**src/hw/reorder_macros.svh**
```systemverilog
`ifndef REORDER_MACROS_SVH
`define REORDER_MACROS_SVH

// hash PE count and its log
`define NUM_HASH_PE             8
`define NUM_HASH_PE_LOG2        3

// issue lanes, also the data bytes in one beat
`define HASH_ISSUE_WIDTH        4
`define HASH_ISSUE_WIDTH_LOG2   2

// history candidates per row
`define ROW_SIZE                2
`define ADDR_WIDTH              16
`define META_MATCH_LEN_WIDTH    4

// mux fan-in per tree level, a power of two dividing the PE count
`define HASH_CROSSBAR_FACTOR    2
`define CROSSBAR_STAGE \
    ((`NUM_HASH_PE_LOG2 + $clog2(`HASH_CROSSBAR_FACTOR) - 1) / $clog2(`HASH_CROSSBAR_FACTOR))

`endif

```
**src/hw/reorder_pkg.sv**
```systemverilog
`default_nettype none

`include "reorder_macros.svh"

package reorder_pkg;

    // one history candidate
    typedef struct packed {
        logic                             valid;
        logic [`ADDR_WIDTH-1:0]           addr;
        logic [`META_MATCH_LEN_WIDTH-1:0] match_len;
        logic                             can_ext;
    } hist_cand_t;

    typedef hist_cand_t [`ROW_SIZE-1:0] hash_row_t;

    // what one hash PE offers in a cycle
    typedef struct packed {
        logic                   mask;
        logic [`ADDR_WIDTH-1:0] addr;
        logic                   delim;
        hash_row_t              row;
    } pe_result_t;

    typedef pe_result_t [`NUM_HASH_PE-1:0] pe_vec_t;

    // fields that ride beside the lane rows
    typedef struct packed {
        logic [`ADDR_WIDTH-1:0]          head_addr;
        logic                            delim;
        logic [`HASH_ISSUE_WIDTH*8-1:0]  data;
    } side_t;

    typedef struct packed {
        logic      row_valid;
        hash_row_t row;
    } lane_t;

    // one issue beat, lane 0 in the low bits
    typedef struct packed {
        side_t                             side;
        lane_t [`HASH_ISSUE_WIDTH-1:0]     lanes;
    } issue_beat_t;

endpackage

`default_nettype wire

```
**src/hw/pipe_reg.sv**
```systemverilog
`timescale 1ns/1ps
`default_nettype none

module pipe_reg #(
    parameter type T = logic
) (
    input  logic clk,
    input  logic arst_n,

    input  logic in_valid,
    input  T     in_data,
    output logic in_ready,

    output logic out_valid,
    output T     out_data,
    input  logic out_ready
);

    // two entries so ready can come from a register, not from out_ready
    T           mem [2];
    logic       head;
    logic       tail;
    logic [1:0] count;
    logic       push;
    logic       pop;

    assign in_ready  = (count != 2'd2);
    assign out_valid = (count != 2'd0);
    assign out_data  = mem[head];

    assign push = in_valid && in_ready;
    assign pop  = out_valid && out_ready;

    always_ff @(posedge clk or negedge arst_n) begin
        if (!arst_n) begin
            head  <= 1'b0;
            tail  <= 1'b0;
            count <= 2'd0;
        end else begin
            if (push) begin
                tail <= ~tail;
            end
            if (pop) begin
                head <= ~head;
            end
            count <= count + 2'(push) - 2'(pop);
        end
    end

    always_ff @(posedge clk) begin
        if (push) begin
            mem[tail] <= in_data;
        end
    end

endmodule

`default_nettype wire

```
**src/hw/route_mask_stage.sv**
```systemverilog
`timescale 1ns/1ps
`default_nettype none

`include "reorder_macros.svh"

module route_mask_stage (
    input  logic                                           clk,
    input  logic                                           arst_n,

    input  logic                                           in_valid,
    input  reorder_pkg::pe_vec_t                           in_pe,
    input  logic [`HASH_ISSUE_WIDTH*8-1:0]                 in_data,
    output logic                                           in_ready,

    output logic                                           out_valid,
    output reorder_pkg::side_t                             out_side,
    output logic [`HASH_ISSUE_WIDTH-1:0][`NUM_HASH_PE-1:0] out_sel,
    output reorder_pkg::hash_row_t [`NUM_HASH_PE-1:0]      out_rows,
    input  logic                                           out_ready
);

    import reorder_pkg::*;

    typedef struct packed {
        side_t                                          side;
        logic [`HASH_ISSUE_WIDTH-1:0][`NUM_HASH_PE-1:0] sel;
        hash_row_t [`NUM_HASH_PE-1:0]                   rows;
    } mask_beat_t;

    mask_beat_t d;
    mask_beat_t q;

    always_comb begin
        d           = '0;
        d.side.data = in_data;
        for (int i = 0; i < `NUM_HASH_PE; i++) begin
            d.rows[i] = in_pe[i].row;
            if (in_pe[i].mask) begin
                d.side.head_addr = d.side.head_addr | in_pe[i].addr;
                // delimiter only counts from active PEs
                d.side.delim     = d.side.delim | in_pe[i].delim;
            end
            // lane chosen by the low address bits
            for (int j = 0; j < `HASH_ISSUE_WIDTH; j++) begin
                d.sel[j][i] = in_pe[i].mask &&
                    (in_pe[i].addr[`HASH_ISSUE_WIDTH_LOG2-1:0] == `HASH_ISSUE_WIDTH_LOG2'(j));
            end
        end
        // head is aligned to the issue width
        d.side.head_addr[`HASH_ISSUE_WIDTH_LOG2-1:0] = '0;
    end

    pipe_reg #(.T(mask_beat_t)) u_stage_reg (
        .clk       (clk),
        .arst_n    (arst_n),
        .in_valid  (in_valid),
        .in_data   (d),
        .in_ready  (in_ready),
        .out_valid (out_valid),
        .out_data  (q),
        .out_ready (out_ready)
    );

    assign out_side = q.side;
    assign out_sel  = q.sel;
    assign out_rows = q.rows;

endmodule

`default_nettype wire

```
**config.mk**
```make
export PLATFORM = sky130hd
export DESIGN_NAME = route_mask_stage
export DESIGN_NICKNAME = d
export VERILOG_FILES = /design/src/hw/reorder_pkg.sv /design/src/hw/pipe_reg.sv /design/src/hw/route_mask_stage.sv
export VERILOG_INCLUDE_DIRS = /design/src /design/src/hw
export SDC_FILE = /design/constraint.sdc
export NUM_CORES = 1
export LEC_CHECK = 0
export ABC_AREA = 1
export BUFFER_PORTS_ARGS = -buffer_cell sky130_fd_sc_hd__buf_2
export CAP_MARGIN = 20
export CORE_AREA = 8 8 369 371
export CTS_CLUSTER_SIZE = 8
export DETAILED_ROUTE_END_ITERATION = 8
export DIE_AREA = 0 0 377 379
export SYNTH_ARGS = -nofsm -noshare
export SYNTH_HDL_FRONTEND = slang
export SYNTH_HIERARCHICAL = 1
export SYNTH_SLANG_ARGS = --single-unit
export TNS_END_PERCENT = 10
```
**constraint.sdc**
```tcl
create_clock -name clk -period 28.5 [get_ports clk]
set_input_delay 8.55 -clock clk [delete_from_list [all_inputs] [get_ports clk]]
set_output_delay 8.55 -clock clk [all_outputs]
set_load 0.02 [all_outputs]
```
==> flow_summary.yaml, run 1 <==
run_status:
  status: "completed"
cts:
  cts_buffers: 119
  cts_hold_buf: 0
  cts_root_buf: "clkbuf_16"
  post_cts_resized: 0
  htreeDepth: 3
  cts_setup_buffers: 0
  cts_tree: "built"
  cts_sinks: 870
  clock_latency_ps: 720
  clockBufferDepth: 3
  clkTransAtPathRegs_ps: 50
yosys:
  yosys_warnings: 6
  avgSynthCellArea_um2: 12.74
  synthCells: 2591
  ys_top_cells_by_area: "edfxtp_1 (79%), nand2_1 (17%), buf_2 (1.2%), buf_12 (0.49%), nor3_1 (0.36%)"
  synthMuxAreaShare_pct: 0
  synthDistinctLibCells: 17
  synthSimpleGateAreaFrac_pct: 18.15
  synth_xor_area_share_pct: 0
  yosysTopAreaCellShare_pct: 78.78
  netlist_area_um2: 33010
  synth.yosys.seq_area_share_pct: 79.08
  synth_compound_area_share_pct: 0
  yosys.area_share.adder_pct: 0.07581
  synth_top_family_by_area: "simple AND/OR/NAND/NOR gates"
  ys_seq_elements: 870
  yosys.area.top_type: "edfxtp_1"
placed_design:
  place_congestion: 0.9066
  dp.cells: 5222
  hpwl_um: 74900
  post-place-ws_ps: 15130
  port_buffers: 966
flow_run:
  drv_cap: 0
hold_path:
  min_path_type: "reg -> reg"
  min_from: "u_stage_reg/tail$_DFFE_PN0N_"
  hold_end: "u_stage_reg/tail$_DFFE_PN0N_"
  hold_depth: 2
drt:
  post_drt_via_cell_ratio: 4.158
  vias: 22400
  wirelength_um: 104800
  drtPass1Iterations: 5
  drtIter0Drc: 1716
  wl_per_cell_um: 19.45
  drcViolationCount: 0
  ant_nets: 0
grt:
  grt_pass1_vias: 22590
  grt_max_degree: 167
  antenna_found_initial: 20
  grt_overflow: 0
  grt_pass1_wl_um: 146500
  grtUsageTotal_pct: 13.74
critical_path:
  r2r_cells: 8
  slowest_stage: "buf_4"
  end_kind: "output pin"
  required_ps: 19950
  crit_chain: "inv_8, buf_4, buf_4, nand2_1, nand2_1, buf_2"
  arrival_ps: 4300
  regToRegEndpoint: "u_stage_reg/mem[1][72]$_DFFE_PP_"
  critPathLaunchType: "flop"
  crit_type: "reg -> out"
  slowest_delay_ps: 780
  reg2reg_from: "u_stage_reg/count[0]$_DFF_PN0_"
  rrSetupSlack_ps: 23230
  startpoint: "u_stage_reg/head$_DFFE_PN0P_"
  cp_max_fo: 134
pwr:
  internal_power_mw: 2.908
  ir_worst_vdd_mv: 0.08041
  p_per_area_nw_per_um2: 111.0
  power_mw: 4.753
  p_switching_mw: 1.845
  pwr-share-seq_pct: 38.4
  power.leakage_nw: 18.35
  clkPwrFrac_pct: 26.4
  sw_frac_of_total_pct: 38.82
  p_comb_share_pct: 35.2
timing:
  fin_setup_tns_ps: 0
  worst_clock_skew_ps: 38.70
  slew_viol_final: 0
  setup_viol: 0
  worst_slack_ps: 15650
  fin_crit_sh_pct: 45.09
  rsz0062_at_grt: "false"
  fmax_mhz: 77.82
  worst_pin_slew_ps: 1199
  final-hold-violation-count: 0
  finalCriticalPeriod_ps: 12850
  relSlewSlack_pct: 20.03
cells_and_area:
  register_area_um2: 26110
  nets: 4122
  multiInputGateArea_um2: 6038
  final_common_cell: "nand2_1"
  layout_common_cells: "nand2_1 (1506), buf_2 (966), edfxtp_1 (866)"
  drive_above_1_share_pct: 31.25
  fillCellCount: 13040
  syn_to_final_growth_pct: 29.67
  final_cells: 5387
floorplanning:
  die_area_um2: 142900
  core_area_um2: 130500
  die_y_um: 379
  row_count: 133
  ios: 967
  initial_core_util_pct: 25.30
  die_w_um: 377
cell type report:
| class | count | share of cell area (%) |
|---|---|---|
| Multi-Input combinational cell | 1579 | 14.11 |
| Tap cell | 1755 | 5.130 |
| Clock buffer | 146 | 7.243 |
| Sequential cell | 870 | 60.99 |
| Clock inverter | 9 | 0.3829 |
| Antenna cell | 10 | 0.05846 |
| Timing Repair Buffer | 985 | 11.76 |
| Inverter | 33 | 0.3244 |
worst max path at each step:
stage                                                    to  slack (ps)  cells after the start
after floorplan             u_stage_reg/mem[1][0]$_DFFE_PP_         710                      2
after global routing                          out_rows[143]       15330                      6
after CTS                                     out_rows[143]       15510                      6
after detailed placement  u_stage_reg/mem[1][146]$_DFFE_PP_       15130                      7
after global placement     u_stage_reg/mem[1][77]$_DFFE_PP_       15160                      7
final                                         out_rows[143]       15650                      6
cell usage after synthesis (all sizes together):
master and number:
buf 109, clkbuf 3, conb 1, dfrtp 4, edfxtp 866, ha 2
inv 33, nand2 1507, nand3 3, nor2 31, nor3 32
critical path: cells and delay by family, from the launching register on:
family / cells / cell delay [ps]
flip-flops: 1 / 750
buffers and inverters: 4 / 2370
AND/OR/NAND/NOR: 2 / 290
per-layer routing:
layer  vias up  wire [um]  track usage, %
met5         -         52               0
met4         8       3778           6.110
met3       184       9541           4.648
met2       910      51800           23.16
met1     10670      39580           15.90
li1      10630          -               -
state kept, by name, indices dropped and copies added (netlist names):
signal / flops
u_stage_reg/mem: 866
u_stage_reg/head: 1
u_stage_reg/count: 2
u_stage_reg/tail: 1
logic make-up (layout without fill, tap and decap cells):
family,after synthesis,after routing
other cells,1,14
flops,870,870
fa+ha+maj,2,2
buf+inv,145,1173
simple gates,1573,1573
power by group through the flow:
stage               combinational, mW  clock, mW  sequential [mW]
finish                           1.67       1.25             1.83
global placement                 1.69          0             1.84
CTS                              1.70       1.29             1.83
detailed placement               1.70          0             1.85
global route                     1.81       1.34             1.85
floorplan                        1.01          0             2.00
per-stage QoR:
| step | hold slack (ps) | utilization, % | instance area, um2 |
|---|---|---|---|
| after floorplan | 441.9 | - | 33020 |
| after CTS | 472.6 | 32.79 | 42780 |
| after global placement | 480.0 | 30.27 | 39490 |
| after global routing | 508.5 | 32.80 | 42800 |
| after detailed placement | 461.1 | 30.29 | 39520 |
| final | 479.2 | 32.81 | 42810 |
Power figures use the tool's default switching activity.
==> run 2, diff against run 1 <==
clock period = 12.65 ns   (was 28.5 ns; I/O delays follow)
==> flow_summary.yaml, run 2 (synthesis gave the netlist of run 1 again) <==
run_status:
  status: "completed"
cts:
  cts_buffers: 120
  cts_hold_buf: 0
  clock_latency_ps: 700
  cts_setup_buffers: 0
  clockBufferDepth: 3
  htreeDepth: 3
  cts_root_buf: "clkbuf_16"
  cts_sinks: 870
  cts_tree: "built"
  clkTransAtPathRegs_ps: 50
  post_cts_resized: 0
cells_and_area:
  largest_register_ffs: 866
  fin_util_pct: 32.88
  multiInputGateArea_um2: 6038
  register_area_um2: 26110
  largestRegisters: "u_stage_reg/mem x866, u_stage_reg/count x2"
  syn_to_final_growth_pct: 29.94
  drive_above_1_share_pct: 31.34
  nets: 4118
  top_register: "u_stage_reg/mem"
  fillCellCount: 13150
  layout_common_cells: "nand2_1 (1506), buf_2 (966), edfxtp_1 (866)"
  final_common_cell: "nand2_1"
drt:
  ant_nets: 0
  vias: 22530
  drcViolationCount: 0
  drtIter0Drc: 1815
  wl_per_cell_um: 19.51
  drtPass1Iterations: 6
  wirelength_um: 105300
  post_drt_via_cell_ratio: 4.174
hold_path:
  hold_depth: 2
  min_path_type: "reg -> reg"
timing:
  fin_crit_sh_pct: 59.11
  worst_pin_slew_ps: 1050
  worst_clock_skew_ps: 34.16
  setup_viol: 0
  rsz0062_at_grt: "false"
  whs_ps: 473.3
  relSlewSlack_pct: 30.03
  final-hold-violation-count: 0
  slew_viol_final: 0
  fmax_mhz: 133.7
  fin_setup_tns_ps: 0
  finalCriticalPeriod_ps: 7477
critical_path:
  crit_type: "reg -> out"
  required_ps: 8850
  r2r_cells: 6
  end_kind: "output pin"
  cp_max_fo: 159
  critPathLaunchType: "flop"
  rrSetupSlack_ps: 9190
  arrival_ps: 3680
pwr:
  power.leakage_nw: 18.35
  ir_worst_vdd_mv: 0.1474
  p_per_area_nw_per_um2: 249.4
grt:
  grtUsageTotal_pct: 13.84
  grt_pass1_wl_um: 147600
  antenna_found_initial: 43
  grt_pass1_vias: 22550
  grt_overflow: 0
  grt_max_degree: 165
floorplanning:
  initial_core_util_pct: 25.30
  die_area_um2: 142900
  die_y_um: 379
  die_w_um: 377
  ios: 967
  core_area_um2: 130500
  row_count: 133
placed_design:
  port_buffers: 966
  place_congestion: 0.9860
  hpwl_um: 74050
flow_run:
  drv_cap: 0
[run 2: area by class of cell]
type,count,share of cell area [%]
flip-flops and latches,870,60.87
multi-input cells,1579,14.08
repair buffers,980,11.75
clock buffers,135,7.181
well taps,1755,5.119
clock inverters,12,0.4842
inverters,33,0.3238
diodes,34,0.1983
[run 2: final timing paths]
path | end | startpoint
setup reg to reg | u_stage_reg/mem[1][90]$_DFFE_PP_ | u_stage_reg/count[1]$_DFF_PN0_
hold / removal | u_stage_reg/tail$_DFFE_PN0N_ | u_stage_reg/tail$_DFFE_PN0N_
max in group asynchronous | u_stage_reg/head$_DFFE_PN0P_ | arst_n
setup / recovery | out_rows[176] | u_stage_reg/head$_DFFE_PN0P_
hold reg to reg | u_stage_reg/tail$_DFFE_PN0N_ | u_stage_reg/tail$_DFFE_PN0N_
min in group asynchronous | u_stage_reg/head$_DFFE_PN0P_ | arst_n
[run 2: per-stage QoR]
| step | setup WS, ps | std cells | area (um2) | power (mW) |
|---|---|---|---|---|
| detailed placement | 5848 | 5217 | 39520 | 7.936 |
| finish | 5173 | 5398 | 42890 | 10.70 |
| global placement | 5837 | 5217 | 39520 | 7.929 |
| CTS | 5018 | 5364 | 42810 | 10.86 |
| floorplan | -352.7 | 2594 | 33030 | 6.614 |
| global route | 4841 | 5389 | 42870 | 11.26 |
[run 2: critical path, cell delays in order, from the launching register on]
cell and delay [ps]:
dfrtp_4 840, buf_4 810, buf_12 570, nand2_1 100, nand2_1 180, buf_2 190
[run 2: metal layers]
metal / wire (um) / GRT usage (%)
met1: 40180 / 16.49
met2: 50910 / 22.36
met3: 10530 / 5.055
met4: 3655 / 6.325
met5: 57 / 0
[run 2: power by group]
part | leakage (nW) | total (mW) | internal, mW | switching (mW)
logic | 8.67 | 3.72 | 0.926 | 2.80
registers | 8.08 | 4.11 | 3.94 | 0.171
clock network | 1.60 | 2.87 | 1.71 | 1.15
total | 18.4 | 10.7 | 6.58 | 4.12
