==> src/hw/reorder_macros.svh <==
`ifndef REORDER_MACROS_SVH
`define REORDER_MACROS_SVH

// hash PE count and its log
`define NUM_HASH_PE             8
`define NUM_HASH_PE_LOG2        3

// issue lanes, also the data bytes in one beat
`define HASH_ISSUE_WIDTH        4
`define HASH_ISSUE_WIDTH_LOG2   2

// history candidates per row
`define ROW_SIZE                2
`define ADDR_WIDTH              16
`define META_MATCH_LEN_WIDTH    4

// mux fan-in per tree level, a power of two dividing the PE count
`define HASH_CROSSBAR_FACTOR    2
`define CROSSBAR_STAGE \
    ((`NUM_HASH_PE_LOG2 + $clog2(`HASH_CROSSBAR_FACTOR) - 1) / $clog2(`HASH_CROSSBAR_FACTOR))

`endif

==> src/hw/reorder_pkg.sv <==
`default_nettype none

`include "reorder_macros.svh"

package reorder_pkg;

    // one history candidate
    typedef struct packed {
        logic                             valid;
        logic [`ADDR_WIDTH-1:0]           addr;
        logic [`META_MATCH_LEN_WIDTH-1:0] match_len;
        logic                             can_ext;
    } hist_cand_t;

    typedef hist_cand_t [`ROW_SIZE-1:0] hash_row_t;

    // what one hash PE offers in a cycle
    typedef struct packed {
        logic                   mask;
        logic [`ADDR_WIDTH-1:0] addr;
        logic                   delim;
        hash_row_t              row;
    } pe_result_t;

    typedef pe_result_t [`NUM_HASH_PE-1:0] pe_vec_t;

    // fields that ride beside the lane rows
    typedef struct packed {
        logic [`ADDR_WIDTH-1:0]          head_addr;
        logic                            delim;
        logic [`HASH_ISSUE_WIDTH*8-1:0]  data;
    } side_t;

    typedef struct packed {
        logic      row_valid;
        hash_row_t row;
    } lane_t;

    // one issue beat, lane 0 in the low bits
    typedef struct packed {
        side_t                             side;
        lane_t [`HASH_ISSUE_WIDTH-1:0]     lanes;
    } issue_beat_t;

endpackage

`default_nettype wire

==> src/hw/pipe_reg.sv <==
`timescale 1ns/1ps
`default_nettype none

module pipe_reg #(
    parameter type T = logic
) (
    input  logic clk,
    input  logic arst_n,

    input  logic in_valid,
    input  T     in_data,
    output logic in_ready,

    output logic out_valid,
    output T     out_data,
    input  logic out_ready
);

    // two entries so ready can come from a register, not from out_ready
    T           mem [2];
    logic       head;
    logic       tail;
    logic [1:0] count;
    logic       push;
    logic       pop;

    assign in_ready  = (count != 2'd2);
    assign out_valid = (count != 2'd0);
    assign out_data  = mem[head];

    assign push = in_valid && in_ready;
    assign pop  = out_valid && out_ready;

    always_ff @(posedge clk or negedge arst_n) begin
        if (!arst_n) begin
            head  <= 1'b0;
            tail  <= 1'b0;
            count <= 2'd0;
        end else begin
            if (push) begin
                tail <= ~tail;
            end
            if (pop) begin
                head <= ~head;
            end
            count <= count + 2'(push) - 2'(pop);
        end
    end

    always_ff @(posedge clk) begin
        if (push) begin
            mem[tail] <= in_data;
        end
    end

endmodule

`default_nettype wire

==> src/hw/lane_crossbar.sv <==
`timescale 1ns/1ps
`default_nettype none

`include "reorder_macros.svh"

module lane_crossbar (
    input  logic                                           clk,
    input  logic                                           arst_n,

    input  logic                                           in_valid,
    input  reorder_pkg::side_t                             in_side,
    input  logic [`HASH_ISSUE_WIDTH-1:0][`NUM_HASH_PE-1:0] in_sel,
    input  reorder_pkg::hash_row_t [`NUM_HASH_PE-1:0]      in_rows,
    output logic                                           in_ready,

    output logic                                           out_valid,
    output reorder_pkg::issue_beat_t                       out_beat,
    input  logic                                           out_ready
);

    import reorder_pkg::*;

    localparam int NPE    = `NUM_HASH_PE;
    localparam int HIW    = `HASH_ISSUE_WIDTH;
    localparam int F      = `HASH_CROSSBAR_FACTOR;
    localparam int FL     = $clog2(`HASH_CROSSBAR_FACTOR);
    localparam int STAGES = `CROSSBAR_STAGE;
    localparam int ROW_W  = $bits(hash_row_t);

    // level boundaries, sized for the widest level and zero filled above
    logic                          lvl_valid [STAGES+1];
    logic                          lvl_ready [STAGES+1];
    side_t                         lvl_side  [STAGES+1];
    logic [HIW-1:0][NPE-1:0]       lvl_sel   [STAGES+1];
    hash_row_t [HIW-1:0][NPE-1:0]  lvl_rows  [STAGES+1];

    assign lvl_valid[0] = in_valid;
    assign in_ready     = lvl_ready[0];
    assign lvl_side[0]  = in_side;
    assign lvl_sel[0]   = in_sel;

    // every lane starts from the full set of PE rows
    for (genvar j = 0; j < HIW; j++) begin : g_lane_in
        assign lvl_rows[0][j] = in_rows;
    end

    for (genvar i = 0; i < STAGES; i++) begin : g_level
        localparam int IN_NUM  = NPE >> (i * FL);
        localparam int OUT_NUM = (IN_NUM > F) ? (IN_NUM / F) : 1;
        localparam int FACTOR  = IN_NUM / OUT_NUM;

        typedef struct packed {
            side_t                             side;
            logic [HIW-1:0][OUT_NUM-1:0]       sel;
            hash_row_t [HIW-1:0][OUT_NUM-1:0]  rows;
        } level_t;

        level_t d;
        level_t q;

        // one-hot and-or over each group, all lanes at once
        always_comb begin
            d.side = lvl_side[i];
            d.sel  = '0;
            d.rows = '0;
            for (int j = 0; j < HIW; j++) begin
                for (int k = 0; k < OUT_NUM; k++) begin
                    d.sel[j][k] = |lvl_sel[i][j][k*FACTOR +: FACTOR];
                    for (int m = 0; m < FACTOR; m++) begin
                        d.rows[j][k] = d.rows[j][k] | (lvl_rows[i][j][k*FACTOR+m] &
                            {ROW_W{lvl_sel[i][j][k*FACTOR+m]}});
                    end
                end
            end
        end

        pipe_reg #(.T(level_t)) u_level_reg (
            .clk       (clk),
            .arst_n    (arst_n),
            .in_valid  (lvl_valid[i]),
            .in_data   (d),
            .in_ready  (lvl_ready[i]),
            .out_valid (lvl_valid[i+1]),
            .out_data  (q),
            .out_ready (lvl_ready[i+1])
        );

        assign lvl_side[i+1] = q.side;
        for (genvar j = 0; j < HIW; j++) begin : g_lane_out
            assign lvl_sel[i+1][j]  = NPE'(q.sel[j]);
            assign lvl_rows[i+1][j] = (NPE*ROW_W)'(q.rows[j]);
        end
    end

    assign out_valid         = lvl_valid[STAGES];
    assign lvl_ready[STAGES] = out_ready;
    assign out_beat.side     = lvl_side[STAGES];

    // a single entry per lane is left after the last level
    for (genvar j = 0; j < HIW; j++) begin : g_lane_beat
        assign out_beat.lanes[j].row_valid = lvl_sel[STAGES][j][0];
        assign out_beat.lanes[j].row       = lvl_rows[STAGES][j][0];
    end

endmodule

`default_nettype wire

==> config.mk <==
export PLATFORM = sky130hd
export DESIGN_NAME = lane_crossbar
export DESIGN_NICKNAME = d
export VERILOG_FILES = /design/src/hw/reorder_pkg.sv /design/src/hw/pipe_reg.sv /design/src/hw/lane_crossbar.sv
export VERILOG_INCLUDE_DIRS = /design/src /design/src/hw
export SDC_FILE = /design/constraint.sdc
export NUM_CORES = 2
export LEC_CHECK = 0
export ABC_CLOCK_PERIOD_IN_PS = 31000
export BUFFER_PORTS_ARGS = -buffer_cell sky130_fd_sc_hd__buf_2
export CORE_MARGIN = 2
export CORE_UTILIZATION = 45
export CTS_CLUSTER_DIAMETER = 200
export DETAILED_ROUTE_END_ITERATION = 16
export GPL_TIMING_DRIVEN = 0
export SETUP_SLACK_MARGIN = 0.3
export SKIP_LAST_GASP = 1
export SLEW_MARGIN = 20
export SYNTH_ARGS = -nofsm -noshare
export SYNTH_HDL_FRONTEND = slang
export SYNTH_SLANG_ARGS = --single-unit
==> constraint.sdc <==
create_clock -name clk -period 31 [get_ports clk]
set_input_delay 3.1 -clock clk [delete_from_list [all_inputs] [get_ports clk]]
set_output_delay 3.1 -clock clk [all_outputs]
set_load 0.01 [all_outputs]
==> tab_implementation.tex <==
\begin{tabular}{lr}
\hline
Metric & Value \\
\hline
\multicolumn{2}{l}{\textbf{Outcome}} \\
\quad Status & finished clean \\
\multicolumn{2}{l}{\textbf{Clocking}} \\
\quad Clock sink total & roughly 2800 \\
\quad Clock tree from TritonCTS & yes \\
\quad Post-CTS Repair Setup Buffers & 0 \\
\quad CTS hold repair buffers & 0 \\
\quad Insertion delay of the later-clocked pin in the worst-skew pair & a little under 1 ns \\
\quad Number of resized instances in the post-cts repair step & 0 \\
\quad TritonCTS buffer count & 308 \\
\quad Clock transition time at the flip-flop clock pins of the worst setup and hold paths & 0.06 ns \\
\quad Total number of H-tree levels & 5 \\
\quad Clock buffer depth & 4 \\
\quad Clock tree root buffer cell & sky130\_fd\_sc\_hd\_\_clkbuf\_16 \\
\multicolumn{2}{l}{\textbf{Synth}} \\
\quad Area fraction of the dominant cell type after synthesis & 0.751 \\
\quad Count of warnings emitted by yosys & 0 \\
\quad Combined area of all synthesized cells & between 100000 and 150000 um\^{}2 \\
\quad Synth top area cells & sky130\_fd\_sc\_hd\_\_edfxtp\_1, sky130\_fd\_sc\_hd\_\_mux2i\_1, sky130\_fd\_sc\_hd\_\_a22o\_1 \\
\quad Mean instance size in the synthesized netlist & $\sim$19 um\^{}2 \\
\quad Number of cells produced by synthesis & between 5000 and 6000 \\
\quad Most area-hungry cell type in the Yosys netlist & sky130\_fd\_sc\_hd\_\_edfxtp\_1 \\
\quad Count of distinct cell types in the synthesized netlist & 38 \\
\quad Sequential area share after synthesis & 0.753 \\
\quad Register bit total from synthesis & about 2800 \\
\quad Number of nets in the synthesized netlist & between 6000 and 7000 \\
\multicolumn{2}{l}{\textbf{Setup path}} \\
\quad Critical path, cell by cell & clkbuf\_1 > clkbuf\_2 > buf\_2 > mux2\_2 > buf\_2 \\
\quad CP required & between 20 and 30 ns \\
\quad Buffers \& Inverters on Critical Path & 4 \\
\quad Maximum fanout along the worst path & 10 \\
\quad Launch point of the worst path & g\_level[2].u\_level\_reg.head \\
\quad Register-to-register setup slack & $\sim$27 ns \\
\quad Critical path class & flop to output port \\
\quad Worst EP arrival & 3.81 ns \\
\quad R2R cell count & 15 \\
\quad Most frequent cell on the critical path & sky130\_fd\_sc\_hd\_\_buf\_2 \\
\quad Worst reg2reg startpoint & g\_level[1].u\_level\_reg.count[1] \\
\quad Type of origin of the critical path & flop \\
\quad Worst setup endpoint & out\_beat[41] \\
\quad Cell family contributing the most delay on the critical path & buffers and inverters \\
\quad Worst reg2reg endpoint & g\_level[1].u\_level\_reg.mem[0][185] \\
\quad WP depth & 5 \\
\quad Cell type of the slowest stage on the worst timing path & sky130\_fd\_sc\_hd\_\_clkbuf\_2 \\
\quad Kind of end point of the critical path & output port \\
\quad Biggest cell delay along the critical path & 0.68 ns \\
\multicolumn{2}{l}{\textbf{Min path}} \\
\quad Worst hold path class & flop to flop \\
\quad Instance count along the most critical hold path & 1 \\
\multicolumn{2}{l}{\textbf{Cells and area}} \\
\quad Area of the multi-input gates & between 20000 and 25000 um\^{}2 \\
\quad Commonest cells after routing, fill and taps aside & sky130\_fd\_sc\_hd\_\_edfxtp\_1, sky130\_fd\_sc\_hd\_\_mux2i\_1, sky130\_fd\_sc\_hd\_\_buf\_2, sky130\_fd\_sc\_hd\_\_a22o\_1, sky130\_fd\_sc\_hd\_\_o22ai\_1 \\
\quad Post-route cell area & $\sim$130000 um\^{}2 \\
\quad FILL cells & 20000 \\
\quad Relative area change from synthesis to final layout & 17.7\% \\
\quad Fraction of final layout cells with drive strength greater than 1 & 0.258 \\
\quad Final nets & $\sim$7500 \\
\quad FF/Latch Area & approximately 85000 um\^{}2 \\
\quad Most common cell after layout, fill and taps aside & sky130\_fd\_sc\_hd\_\_edfxtp\_1 \\
\multicolumn{2}{l}{\textbf{STA}} \\
\quad Clock tree skew after final layout & slightly below 0.1 ns \\
\quad Headroom to the max-slew limit & 0.181 \\
\quad Time the final worst path needs with I/O delays and setup & 6.91 ns \\
\quad Achievable clock frequency & between 100 and 150 MHz \\
\quad Setup TNS Final & 0 ns \\
\quad Slew at the pin closest to its max-slew limit & roughly 1.2 ns \\
\quad Number of hold-slack violations in the final timing report & 0 \\
\quad Slew Viols, Final & 0 \\
\quad Count of endpoints failing setup in the final report & 0 \\
\quad Setup repair after global routing missed its margin & false \\
\quad Share of the clock period used by the worst path after layout & 0.223 \\
\multicolumn{2}{l}{\textbf{Routing}} \\
\quad Total number of vias & 64400 \\
\quad Antenna Nets Post-Route & 0 \\
\quad Final routed wirelength across all metal layers & 367000 um \\
\quad Detailed Route Iter0 Violations & roughly 8400 \\
\quad Average wire length per cell after detail routing & $\sim$34 um \\
\quad First-pass detailed-route iteration total & 6 \\
\quad Avg Vias per Cell & about 6 \\
\quad Number of DRC violations after detailed routing & 0 \\
\multicolumn{2}{l}{\textbf{Global routing}} \\
\quad Wire length of the first global-routing pass & between 400000 and 500000 um \\
\quad GRT Total Usage & 0.280 \\
\quad Largest net degree at the start of global routing & between 50 and 60 \\
\quad Antenna violations before repair & $\sim$180 \\
\quad Via count of the first global-routing pass & $\sim$63000 \\
\quad Overflow after GRT & 0 \\
\multicolumn{2}{l}{\textbf{Power and ir drop}} \\
\quad Maximum vdd drop & 0.0769 mV \\
\quad Static leakage & just under 0.05 uW \\
\quad Total power & $\sim$15000 uW \\
\quad Pwr dens & about 120 nW/um\^{}2 \\
\multicolumn{2}{l}{\textbf{Place}} \\
\quad Final weighted congestion in routability-driven placement & between 0.8 and 0.9 \\
\quad Post-detailed-placement half-perimeter wirelength & around 270000 um \\
\quad IO buf count & approximately 640 \\
\quad Total cell area at the placement stage & 123000 um\^{}2 \\
\multicolumn{2}{l}{\textbf{Floorplan}} \\
\quad Die Y-Extent & just over 500 um \\
\quad Floorplan die area & approximately 250000 um\^{}2 \\
\quad Number of I/O pins & around 670 \\
\quad DIE WIDTH & around 500 um \\
\quad Row count & between 150 and 200 \\
\quad Core outline area & 249000 um\^{}2 \\
\quad Effective utilization at floorplan & 0.453 \\
\multicolumn{2}{l}{\textbf{Run}} \\
\quad Number of maximum-capacitance constraint violations & 0 \\
\hline
\end{tabular}
==> Yosys cell counts <==
cell type	n
sky130_fd_sc_hd__a211o_1	1
sky130_fd_sc_hd__a211oi_1	1
sky130_fd_sc_hd__a22o_1	704
sky130_fd_sc_hd__a32o_1	1
sky130_fd_sc_hd__and2_1	2
sky130_fd_sc_hd__and3_1	1
sky130_fd_sc_hd__buf_1	1
sky130_fd_sc_hd__buf_12	7
sky130_fd_sc_hd__buf_2	77
sky130_fd_sc_hd__buf_4	34
sky130_fd_sc_hd__buf_6	97
sky130_fd_sc_hd__buf_8	35
sky130_fd_sc_hd__clkbuf_1	163
sky130_fd_sc_hd__clkbuf_4	1
sky130_fd_sc_hd__dfrtp_1	12
sky130_fd_sc_hd__edfxtp_1	2814
sky130_fd_sc_hd__ha_1	2
sky130_fd_sc_hd__inv_1	1
sky130_fd_sc_hd__mux2_2	327
sky130_fd_sc_hd__mux2i_1	1056
sky130_fd_sc_hd__mux2i_2	6
sky130_fd_sc_hd__mux2i_4	18
sky130_fd_sc_hd__nand2_1	15
sky130_fd_sc_hd__nand2b_1	2
sky130_fd_sc_hd__nand3_1	1
sky130_fd_sc_hd__nor2_1	5
sky130_fd_sc_hd__nor2b_1	3
sky130_fd_sc_hd__nor3_1	3
sky130_fd_sc_hd__nor4b_1	1
sky130_fd_sc_hd__o211a_1	1
sky130_fd_sc_hd__o211ai_1	1
sky130_fd_sc_hd__o21ai_0	3
sky130_fd_sc_hd__o21bai_1	1
sky130_fd_sc_hd__o22ai_1	510
sky130_fd_sc_hd__o22ai_2	18
sky130_fd_sc_hd__or2_2	17
sky130_fd_sc_hd__xnor2_1	5
sky130_fd_sc_hd__xor2_1	4
==> area by class of cell <==
class | instances | share of cell area
Antenna cell | 88 | 0.00166
Sequential cell | 2826 | 0.640
Inverter | 1 | 0.0000283
Clock buffer | 373 | 0.0606
Timing Repair Buffer | 813 | 0.0457
Clock inverter | 146 | 0.0103
Tap cell | 3330 | 0.0314
Buffer | 415 | 0.0230
Multi-Input combinational cell | 2709 | 0.187
==> how the worst min path moves through the flow <==
| stage | start | slack (ns) | endpoint |
|---|---|---|---|
| global route | g_level[1].u_level_reg.tail | 0.52 | g_level[1].u_level_reg.tail |
| detailed placement | g_level[1].u_level_reg.tail | 0.50 | g_level[1].u_level_reg.tail |
| global placement | g_level[1].u_level_reg.tail | 0.47 | g_level[1].u_level_reg.tail |
| floorplan | g_level[1].u_level_reg.tail | 0.46 | g_level[1].u_level_reg.tail |
| CTS | g_level[1].u_level_reg.tail | 0.51 | g_level[1].u_level_reg.tail |
| finish | g_level[1].u_level_reg.tail | 0.51 | g_level[1].u_level_reg.tail |
==> registers in the layout (all words and copies together), names as in the netlist <==
| register | count |
|---|---|
| g_level.u_level_reg.head | 3 |
| g_level.u_level_reg.tail | 3 |
| g_level.u_level_reg.mem | 2814 |
| g_level.u_level_reg.count | 6 |
==> kinds of logic after synthesis <==
logic type / synth area share
flip-flops: 0.753
multiplexers: 0.131
AO/OA/AOI/OAI: 0.0857
buffers and inverters: 0.0269
AND/OR/NAND/NOR: 0.00231
XOR/XNOR: 0.000700
adder cells (fa/ha/maj): 0.000222
==> worst register-to-register path: stages, from the launching register on <==
cell and delay, ns:
sky130_fd_sc_hd__dfrtp_1 0.35, sky130_fd_sc_hd__clkbuf_1 0.17, sky130_fd_sc_hd__nor2b_1 0.23, sky130_fd_sc_hd__nor3_2 0.49
sky130_fd_sc_hd__buf_4 0.31, sky130_fd_sc_hd__buf_6 0.18, sky130_fd_sc_hd__buf_4 0.21, sky130_fd_sc_hd__buf_4 0.24
sky130_fd_sc_hd__buf_6 0.18, sky130_fd_sc_hd__buf_6 0.16, sky130_fd_sc_hd__buf_4 0.21, sky130_fd_sc_hd__buf_6 0.17
sky130_fd_sc_hd__buf_4 0.20, sky130_fd_sc_hd__buf_4 0.18, sky130_fd_sc_hd__buf_4 0.21, sky130_fd_sc_hd__buf_4 0.22
==> metrics by stage <==
| step | setup WS [ns] | instances | hold WS [ns] | utilization |
|---|---|---|---|---|
| finish | 24.09 | 10700 | 0.511 | 0.533 |
| global route | 24.06 | 10700 | 0.523 | 0.532 |
| CTS | 24.03 | 10600 | 0.511 | 0.532 |
| detailed placement | 24.89 | 10100 | 0.503 | 0.494 |
| global placement | -18.90 | 9916 | 0.472 | 0.482 |
| floorplan | 1.16 | 5951 | 0.456 | - |
==> per-layer routing <==
| metal | vias up | part of all wire | track usage |
|---|---|---|---|
| li1 | 27100 | - | - |
| met1 | 33100 | 0.38 | 0.360 |
| met2 | 3385 | 0.47 | 0.449 |
| met3 | 732 | 0.10 | 0.0740 |
| met4 | 96 | 0.045 | 0.122 |
| met5 | - | 0.0017 | 0.00113 |
==> power breakdown <==
part / switching [uW] / internal [uW]
clock network: 1460 / 2040
registers: 307 / 6220
logic: 3610 / 1850
Power figures use the tool's default switching activity.
