[src/hw/pipe_reg.sv]
`timescale 1ns/1ps
`default_nettype none

module pipe_reg #(
    parameter type T = logic
) (
    input  logic clk,
    input  logic arst_n,

    input  logic in_valid,
    input  T     in_data,
    output logic in_ready,

    output logic out_valid,
    output T     out_data,
    input  logic out_ready
);

    // two entries so ready can come from a register, not from out_ready
    T           mem [2];
    logic       head;
    logic       tail;
    logic [1:0] count;
    logic       push;
    logic       pop;

    assign in_ready  = (count != 2'd2);
    assign out_valid = (count != 2'd0);
    assign out_data  = mem[head];

    assign push = in_valid && in_ready;
    assign pop  = out_valid && out_ready;

    always_ff @(posedge clk or negedge arst_n) begin
        if (!arst_n) begin
            head  <= 1'b0;
            tail  <= 1'b0;
            count <= 2'd0;
        end else begin
            if (push) begin
                tail <= ~tail;
            end
            if (pop) begin
                head <= ~head;
            end
            count <= count + 2'(push) - 2'(pop);
        end
    end

    always_ff @(posedge clk) begin
        if (push) begin
            mem[tail] <= in_data;
        end
    end

endmodule

`default_nettype wire

[config.mk]
export PLATFORM = sky130hd
export DESIGN_NAME = pipe_reg
export DESIGN_NICKNAME = d
export VERILOG_FILES = /design/src/hw/pipe_reg.sv
export SDC_FILE = /design/constraint.sdc
export NUM_CORES = 1
export LEC_CHECK = 0
export ABC_AREA = 1
export BUFFER_PORTS_ARGS = -buffer_cell sky130_fd_sc_hd__buf_4
export CAP_MARGIN = 20
export CORE_AREA = 3 3 40 42
export CTS_BUF_LIST = sky130_fd_sc_hd__clkbuf_4
export DETAILED_ROUTE_END_ITERATION = 8
export DIE_AREA = 0 0 43 45
export GPL_ROUTABILITY_DRIVEN = 0
export GPL_TIMING_DRIVEN = 0
export PLACE_DENSITY_LB_ADDON = 0.2
export SKIP_LAST_GASP = 1
export SLEW_MARGIN = 40
export SYNTH_ARGS = -nofsm -noshare
export SYNTH_HDL_FRONTEND = slang
export SYNTH_SLANG_ARGS = --single-unit
[constraint.sdc]
create_clock -name clk -period 1.4 [get_ports clk]
set_clock_uncertainty 0.05 [all_clocks]
set_input_delay 0.07 -clock clk [delete_from_list [all_inputs] [get_ports clk]]
set_output_delay 0.07 -clock clk [all_outputs]
set_load 0.02 [all_outputs]
==> results of run 1 <==
## critical path: cells and delay by family, from the launching register on
family / cells / cell delay [ns]
fa+ha+maj: 2 / 0.41
flops: 1 / 0.41
simple gates: 4 / 0.24
buf+inv: 3 / 0.16
## report_power, final
part	switching, µW	total (µW)	internal, µW
combinational	312	582	271
clock	66.9	194	128
sequential	47.9	308	260
total	426	1080	658
## per-stage QoR
step	TNS, ns	power [µW]	utilization
after detailed placement	-0.0330	760	0.305
after global placement	-0.0349	755	0.305
after CTS	0	1040	0.375
after floorplan	0	626	-
final	0	1080	0.392
after global routing	-0.0255	1180	0.392
## layout make-up
type,instances,area share
sequential,6,0.318
inverter,9,0.0670
clock buffer,4,0.0596
multi-input combinational,22,0.300
tap,15,0.0372
timing repair buffer,14,0.218
## kinds of logic after synthesis
logic type,Yosys count,synth area share
buf+inv,9,0.107
fa+ha+maj,2,0.0794
simple gates,20,0.306
flops,6,0.508
## how the worst min path moves through the flow
stage / startpoint / end / cells past startpoint
6_report: out_ready / head / 3
5_1_grt: out_ready / head / 3
4_1_cts: out_ready / head / 3
3_5_place_dp: arst_n / count[1] / 1
3_3_place_gp: arst_n / count[1] / 1
2_1_floorplan: arst_n / count[0] / 0
## routing by layer
metal  vias to the layer above  share of wire  track usage
met2                         7           0.41       0.0868
met3                         0          0.080       0.0239
li1                        148              -            -
met4                         0              0       0.0181
met1                       111           0.51        0.108
met5                         -              0            0
## what timing repair did
action,in CTS,in global routing
endpoints found under the hold margin,6,0
endpoints found under the setup margin,1,2
buffers inserted,2,3
hold buffers,2,0
pin swaps,3,3
gates resized for setup,5,1
## registers in the layout, indices dropped and copies added (netlist names)
register,flops
count,2
mem,2
head,1
tail,1
## cell usage in the layout, fill, tap and decap left out
| cell | instances |
|---|---|
| inv_1 | 5 |
| ha_2 | 1 |
| nand3_1 | 2 |
| nand3_2 | 1 |
| ha_4 | 1 |
| nand2_2 | 2 |
| dlygate4sd3_1 | 2 |
| nand2_1 | 11 |
| edfxtp_1 | 2 |
| clkbuf_4 | 4 |
| dfrtp_1 | 4 |
| nand2_4 | 3 |
| inv_2 | 4 |
| nor2_1 | 1 |
| buf_4 | 12 |
==> run_results.csv, run 1 <==
group,metric,value,unit
yosys,syn_area_per_cell,8.52,µm²
final_layout,finalInstanceArea,504,µm²
grt,grt_use_total,0.0687,
worst_hold_path,hp-class,"primary input to flip-flop",
worst_setup_path,reg2regPathDepth,9,
timing,hold_viol,0,
yosys,ys_types,10,
yosys,syn-num-nets,44,
detailed_routing,wl_per_cell,8.39,µm
yosys,synth_area_leaders,"dfrtp_1 32%, edfxtp_1 19%, nand2_1 13%",
timing,worst_pin_slew,0.139,ns
floorplan,initial_core_util,0.245,
power_and_ir_drop,peakVddDrop,0.000853,V
worst_setup_path,critical_path.most_common_cell,"inv_2",
floorplan,io_pins,8,
clocking,root_buffer,"clkbuf_4",
grt,grt_max_degree,5,
power_and_ir_drop,p_leak,0.000271,µW
yosys,async_flop_share,0.667,
grt,antenna_found_initial,0,
detailed_routing,drtIter0Drc,1,
worst_setup_path,crit_chain,"inv_2, nand2_4, nand2_4, inv_2, ha_4, inv_2, ha_2, nand3_2, nand2_1",
outcome,outcome,"completed",
place,portBuffers,7,
floorplan,dieHeight,45,µm
yosys,yosys-top-cells-count,"11 x nand2_1, 8 x inv_1, 4 x dfrtp_1, 4 x nand2_2, 3 x nand3_1",
yosys,synth_edf_count,2,
floorplan,core,1280,µm²
yosys,synth_top_area_frac,0.317,
grt,gr-total-overflow,0,
timing,finalCritPeriodShare,0.976,
flow_run,drv_cap,0,
timing,maxSlewViolCount,0,
clocking,cts.sinks,6,
final_layout,multi_input_area,151,µm²
timing,slew-limit-headroom,0.908,
worst_setup_path,r2r-end,"count[1]",
detailed_routing,drc,0,
detailed_routing,vias,266,
worst_setup_path,worst_setup_path_start_kind,"flip-flop",
yosys,netlist_area,315,µm²
detailed_routing,drtPass1Iterations,2,
timing,timing.hold.ws,0.0506,ns
final_layout,nets,63,
worst_setup_path,cpPeakStageDelay,0.41,ns
clocking,cts_max_level,1,
yosys,yosys_warnings,0,
grt,grt_pass1_wl,959,µm
timing,worst_slack,0.0341,ns
floorplan,die_x,43,µm
detailed_routing,via_per_inst,3.80,
timing,rsz0062_at_grt,"true",
timing,fmax,732,MHz
floorplan,row_count,13,
timing,layout_min_cycle_time,1.37,ns
yosys,synth_top_area_cell,"dfrtp_1",
floorplan,design.die.area,1940,µm²
place,place_area,392,µm²
clocking,cts_buffers,3,
place,pre_cts_ws,-0.0330,ns
worst_setup_path,cp_max_fo,3,
worst_setup_path,startpoint,"count[1]",
grt,grt_pass1_vias,242,
clocking,clk_transition_reported_paths,0.05,ns
final_layout,drive_gt1_frac,0.509,
place,dp_cells,59,
yosys,yosysSeqAreaShare,0.508,
worst_setup_path,cp_slowest_cell,"dfrtp_1",
clocking,cts_tree,"yes",
final_layout,regArea,160,µm²
final_layout,syn_to_final_growth,59.9,%
yosys,synthFlopType,"dfrtp_1",
power_and_ir_drop,power.density,2150,nW/µm²
place,dp_hpwl,415,µm
yosys,synth-seq-cells,6,
worst_setup_path,rrSetupSlack,0.03,ns
clocking,clkLatencyLatePin,0.24,ns
yosys,synth_most_common_cell,"nand2_1",
detailed_routing,wl,587,µm
worst_setup_path,critPathKind,"flip-flop to flip-flop",
worst_setup_path,crit_path_end_kind,"flip-flop",
worst_setup_path,endpoint,"count[1]",
worst_setup_path,r2r-start,"count[1]",
detailed_routing,final_antenna_net_count,0,
clocking,clockBufferDepth,2,
final_layout,antenna_cells,0,
final_layout,final_cells,70,
worst_setup_path,crit_arrival,1.44,ns
worst_setup_path,cp_data_required_time,1.48,ns
final_layout,nFillCells,133,
timing,setup_viol,0,
yosys,syn_inst,37,
No activity file was read; power rests on OpenSTA's default activity.
==> run 2: changes to the inputs <==
--- a/config.mk
+++ b/config.mk
@@ -8,10 +8,10 @@
 export ABC_AREA = 1
 export BUFFER_PORTS_ARGS = -buffer_cell sky130_fd_sc_hd__buf_4
 export CAP_MARGIN = 20
-export CORE_AREA = 3 3 40 42
+export CORE_AREA = 2 2 39 41
 export CTS_BUF_LIST = sky130_fd_sc_hd__clkbuf_4
 export DETAILED_ROUTE_END_ITERATION = 8
-export DIE_AREA = 0 0 43 45
+export DIE_AREA = 0 0 41 43
 export GPL_ROUTABILITY_DRIVEN = 0
 export GPL_TIMING_DRIVEN = 0
 export PLACE_DENSITY_LB_ADDON = 0.2
==> run_results.csv, run 2 (synthesis results as in run 1) <==
group,metric,value,unit
timing,fmax,735,MHz
flow_run,drv_cap,0,
detailed_routing,drtPass1Iterations,4,
worst_hold_path,hp-class,"primary input to flip-flop",
clocking,root_buffer,"clkbuf_4",
clocking,cts_tree,"yes",
grt,grt_pass1_wl,814,µm
floorplan,die_x,41,µm
worst_setup_path,cp_max_fo,3,
worst_setup_path,crit_arrival,1.44,ns
final_layout,nets,61,
detailed_routing,wl,530,µm
grt,antenna_found_initial,0,
clocking,clockBufferDepth,2,
final_layout,regArea,160,µm²
power_and_ir_drop,p_sw_frac,0.394,
clocking,cts_max_level,1,
timing,worst_pin_slew,0.141,ns
timing,hold_viol,0,
power_and_ir_drop,power.density,2150,nW/µm²
final_layout,final_common_cell,"nand2_1",
floorplan,design.die.area,1760,µm²
worst_setup_path,worst_setup_path_start_kind,"flip-flop",
clocking,clkLatencyLatePin,0.24,ns
clocking,cts.sinks,6,
final_layout,largestRegisters,"count: 2 flops, mem: 2 flops",
timing,finalCritPeriodShare,0.972,
power_and_ir_drop,p_sw,412,µW
final_layout,antenna_cells,0,
place,pre_cts_ws,-0.0204,ns
power_and_ir_drop,p_total,1050,µW
detailed_routing,wl_per_cell,7.68,µm
final_layout,layout_common_cells,"11 x nand2_1, 10 x buf_4, 5 x inv_1",
detailed_routing,via_per_inst,3.87,
clocking,cts_buffers,3,
power_and_ir_drop,pwr-share-comb,0.518,
worst_setup_path,reg2regPathDepth,9,
outcome,outcome,"completed",
worst_setup_path,crit_path_end_kind,"flip-flop",
final_layout,nFillCells,152,
worst_hold_path,hold_path_depth,3,
grt,gr-total-overflow,0,
floorplan,row_count,14,
detailed_routing,drc,0,
grt,grt_pass1_vias,213,
final_layout,multi_input_area,146,µm²
detailed_routing,drtIter0Drc,6,
floorplan,dieHeight,43,µm
floorplan,io_pins,8,
grt,grt_max_degree,5,
timing,maxSlewViolCount,0,
power_and_ir_drop,p_int,634,µW
grt,grt_use_total,0.0768,
worst_setup_path,cp_data_required_time,1.48,ns
power_and_ir_drop,clkPwrFrac,0.188,
power_and_ir_drop,p_seq_frac,0.294,
place,portBuffers,7,
timing,layout_min_cycle_time,1.36,ns
timing,timing.hold.ws,0.0465,ns
floorplan,initial_core_util,0.228,
worst_setup_path,rrSetupSlack,0.04,ns
detailed_routing,vias,267,
timing,setup_viol,0,
timing,rsz0062_at_grt,"true",
clocking,clk_transition_reported_paths,0.05,ns
timing,slew-limit-headroom,0.906,
timing,worst_slack,0.0397,ns
worst_setup_path,critPathKind,"flip-flop to flip-flop",
final_layout,final_core_util,0.351,
power_and_ir_drop,p_leak,0.000260,µW
final_layout,syn_to_final_growth,54.0,%
final_layout,drive_gt1_frac,0.472,
detailed_routing,final_antenna_net_count,0,
floorplan,core,1380,µm²
power_and_ir_drop,peakVddDrop,0.000795,V
place,dp_hpwl,391,µm
## run 2: per-layer routing
metal / up-vias / part of all wire / GRT usage
met4: 0 / 0.019 / 0.100
met2: 7 / 0.40 / 0.0750
met5: - / 0 / 0
met1: 115 / 0.51 / 0.102
li1: 143 / - / -
met3: 2 / 0.070 / 0.0314
## run 2: layout make-up
| class | instances | share of cell area |
|---|---|---|
| Inverter | 9 | 0.0696 |
| Multi-Input combinational cell | 22 | 0.302 |
| Tap cell | 16 | 0.0412 |
| Timing Repair Buffer | 12 | 0.196 |
| Sequential cell | 6 | 0.330 |
| Clock buffer | 4 | 0.0619 |
## run 2: final timing paths
kind	startpoint	end
setup / recovery	count[1]	count[1]
hold / removal	out_ready	head
setup reg to reg	count[1]	count[1]
hold reg to reg	tail	tail
max in group asynchronous	arst_n	head
min in group asynchronous	arst_n	tail
## run 2: power by group through the flow
stage               sequential [µW]  clock (µW)  combinational [µW]
finish                          307         197                 541
global route                    314         215                 606
CTS                             308         203                 517
detailed placement              310           0                 445
global placement                310           0                 445
floorplan                       303           0                 323
## run 2: stage by stage
step                      cells  setup TNS (ns)  area (µm²)
after floorplan              37               0         320
after global placement       60         -0.0340         393
after detailed placement     60         -0.0204         393
after CTS                    68               0         473
after global routing         69         -0.0293         485
final                        69               0         485
## run 2: timing repair
action                                 4_1_cts  5_1_grt
buffers inserted                             2        1
resized for setup                            3        2
hold buffers                                 2        0
endpoints found under the hold margin        6        0
pin swaps                                    3        4
setup endpoints to repair                    1        2
## run 2: worst max-delay path, stage by stage, from the launching register on
cell and delay (ns):
dfrtp_1 0.41, inv_2 0.09, nand2_4 0.05, nand2_4 0.05
inv_2 0.04, ha_4 0.25, inv_2 0.03, ha_2 0.16
nand3_1 0.07, nand2_1 0.05
==> run 3: changes to the inputs <==
==> constraint.sdc (replaced) <==
create_clock -name clk -period 1.7 [get_ports clk]
set_clock_uncertainty 0.05 [all_clocks]
set_input_delay 0.085 -clock clk [delete_from_list [all_inputs] [get_ports clk]]
set_output_delay 0.085 -clock clk [all_outputs]
set_load 0.02 [all_outputs]
==> run_results.csv, run 3 (synthesis results as in run 1) <==
group,metric,value,unit
grt,gr-total-overflow,0,
worst_setup_path,worst_setup_path_start_kind,"flip-flop",
floorplan,io_pins,8,
detailed_routing,wl,478,µm
place,pre_cts_ws,0.256,ns
worst_setup_path,cp_slowest_cell,"dfrtp_1",
grt,grt_pass1_wl,793,µm
floorplan,initial_core_util,0.228,
timing,layout_min_cycle_time,1.44,ns
worst_hold_path,hold_path_depth,3,
detailed_routing,vias,243,
final_layout,antenna_cells,0,
timing,hold_viol,0,
worst_setup_path,cp_num_cells,10,
clocking,cts.sinks,6,
grt,grt_use_total,0.0679,
grt,antenna_found_initial,0,
outcome,outcome,"completed",
floorplan,row_count,14,
clocking,cts_tree,"yes",
clocking,root_buffer,"clkbuf_4",
final_layout,final_common_cell,"nand2_1",
worst_setup_path,path_buf_inv,4,
detailed_routing,via_per_inst,3.68,
floorplan,dieHeight,43,µm
worst_hold_path,min_to,"head",
place,dp_hpwl,393,µm
worst_setup_path,critPathKind,"flip-flop to flip-flop",
timing,maxSlewViolCount,0,
timing,slew-limit-headroom,0.911,
timing,worst_slack,0.261,ns
worst_hold_path,hp-class,"primary input to flip-flop",
detailed_routing,drtPass1Iterations,4,
final_layout,nets,58,
detailed_routing,drtIter0Drc,9,
worst_setup_path,r2r-end,"count[1]",
power_and_ir_drop,peakVddDrop,0.000669,V
floorplan,die_x,41,µm
worst_setup_path,rrSetupSlack,0.26,ns
worst_setup_path,crit_family,"adder cells",
final_layout,largestRegisters,"count: 2 flops, mem: 2 flops",
worst_setup_path,r2r-start,"count[0]",
final_layout,regArea,160,µm²
clocking,cts_buffers,3,
detailed_routing,drc,0,
clocking,clk_transition_reported_paths,0.05,ns
detailed_routing,wl_per_cell,7.24,µm
final_layout,nFillCells,149,
timing,worst_pin_slew,0.133,ns
grt,grt_pass1_vias,222,
grt,grt_max_degree,5,
clocking,holdBufCountCts,2,
clocking,clkLatencyLatePin,0.23,ns
timing,fmax,695,MHz
power_and_ir_drop,power.density,1720,nW/µm²
worst_setup_path,reg2regPathDepth,10,
power_and_ir_drop,p_leak,0.000245,µW
timing,finalCritPeriodShare,0.846,
floorplan,design.die.area,1760,µm²
worst_setup_path,cpPeakStageDelay,0.37,ns
worst_setup_path,cp_max_fo,3,
timing,rsz0062_at_grt,"false",
timing,setup_tns,0,ns
timing,setup_viol,0,
detailed_routing,final_antenna_net_count,0,
final_layout,syn_to_final_growth,38.9,%
clocking,cts.repair.resized,0,
worst_setup_path,cp_data_required_time,1.77,ns
worst_setup_path,critical_path.most_common_cell,"inv_1",
final_layout,layout_common_cells,"11 x nand2_1, 8 x inv_1, 7 x buf_4",
floorplan,core,1380,µm²
final_layout,drive_gt1_frac,0.340,
worst_hold_path,hold_path_startpoint,"out_ready",
worst_setup_path,crit_arrival,1.51,ns
timing,timing.hold.ws,0.0519,ns
clocking,cts_max_level,1,
place,portBuffers,7,
flow_run,drv_cap,0,
final_layout,multi_input_area,121,µm²
worst_setup_path,crit_path_end_kind,"flip-flop",
clocking,clockBufferDepth,2,
worst_setup_path,crit_chain,"inv_1, nand2_2, nand2_2, inv_1, ha_1, inv_1, ha_1, inv_1, nand2_1, nand2_1",
clocking,post_cts_buffers,0,
[run 3: changes by cell type in the layout (fill, tap and decap cells not counted)]
cell | before | now
ha_2 | 1 | 0
ha_1 | 0 | 2
buf_4 | 10 | 7
nand2_4 | 3 | 1
inv_1 | 5 | 8
inv_2 | 4 | 1
ha_4 | 1 | 0
nand2_2 | 2 | 4
[run 3: layout make-up]
type,instances,area share
Timing Repair Buffer,9,0.166
Multi-Input combinational cell,22,0.277
Tap cell,16,0.0457
Inverter,9,0.0771
Clock buffer,4,0.0686
Sequential cell,6,0.366
[run 3: worst register-to-register path, stage by stage, from the launching register on]
cell and delay (ns):
dfrtp_1 0.37, inv_1 0.10, nand2_2 0.08, nand2_2 0.06
inv_1 0.04, ha_1 0.28, inv_1 0.06, ha_1 0.16
inv_1 0.04, nand2_1 0.05, nand2_1 0.04
[run 3: power breakdown]
part / switching, µW / internal (µW) / total, µW
Combinational: 209 / 142 / 351
Clock: 47.9 / 105 / 153
Sequential: 37.6 / 214 / 252
[run 3: worst max-delay path by stage]
| stage | startpoint | endpoint | slack [ns] |
|---|---|---|---|
| 6_report | count[0] | count[1] | 0.26 |
| 5_1_grt | count[0] | count[1] | 0.12 |
| 4_1_cts | count[0] | count[1] | 0.25 |
| 3_5_place_dp | count[0] | count[1] | 0.26 |
| 3_3_place_gp | count[0] | count[1] | 0.25 |
| 2_1_floorplan | count[0] | count[1] | 0.27 |
[run 3: through the flow]
stage	power (µW)	util	instance area, µm²	instances
after floorplan	499	-	315	37
after global placement	606	0.280	388	60
after detailed placement	606	0.280	388	60
after CTS	768	0.316	438	66
after global routing	836	0.316	438	66
final	755	0.316	438	66
[run 3: per-layer routing]
metal | vias to the layer above | wire, µm | global-route usage
li1 | 135 | - | -
met1 | 101 | 237 | 0.0795
met2 | 7 | 194 | 0.0969
met3 | 0 | 46 | 0.0628
met4 | 0 | 0 | 0
met5 | - | 0 | 0
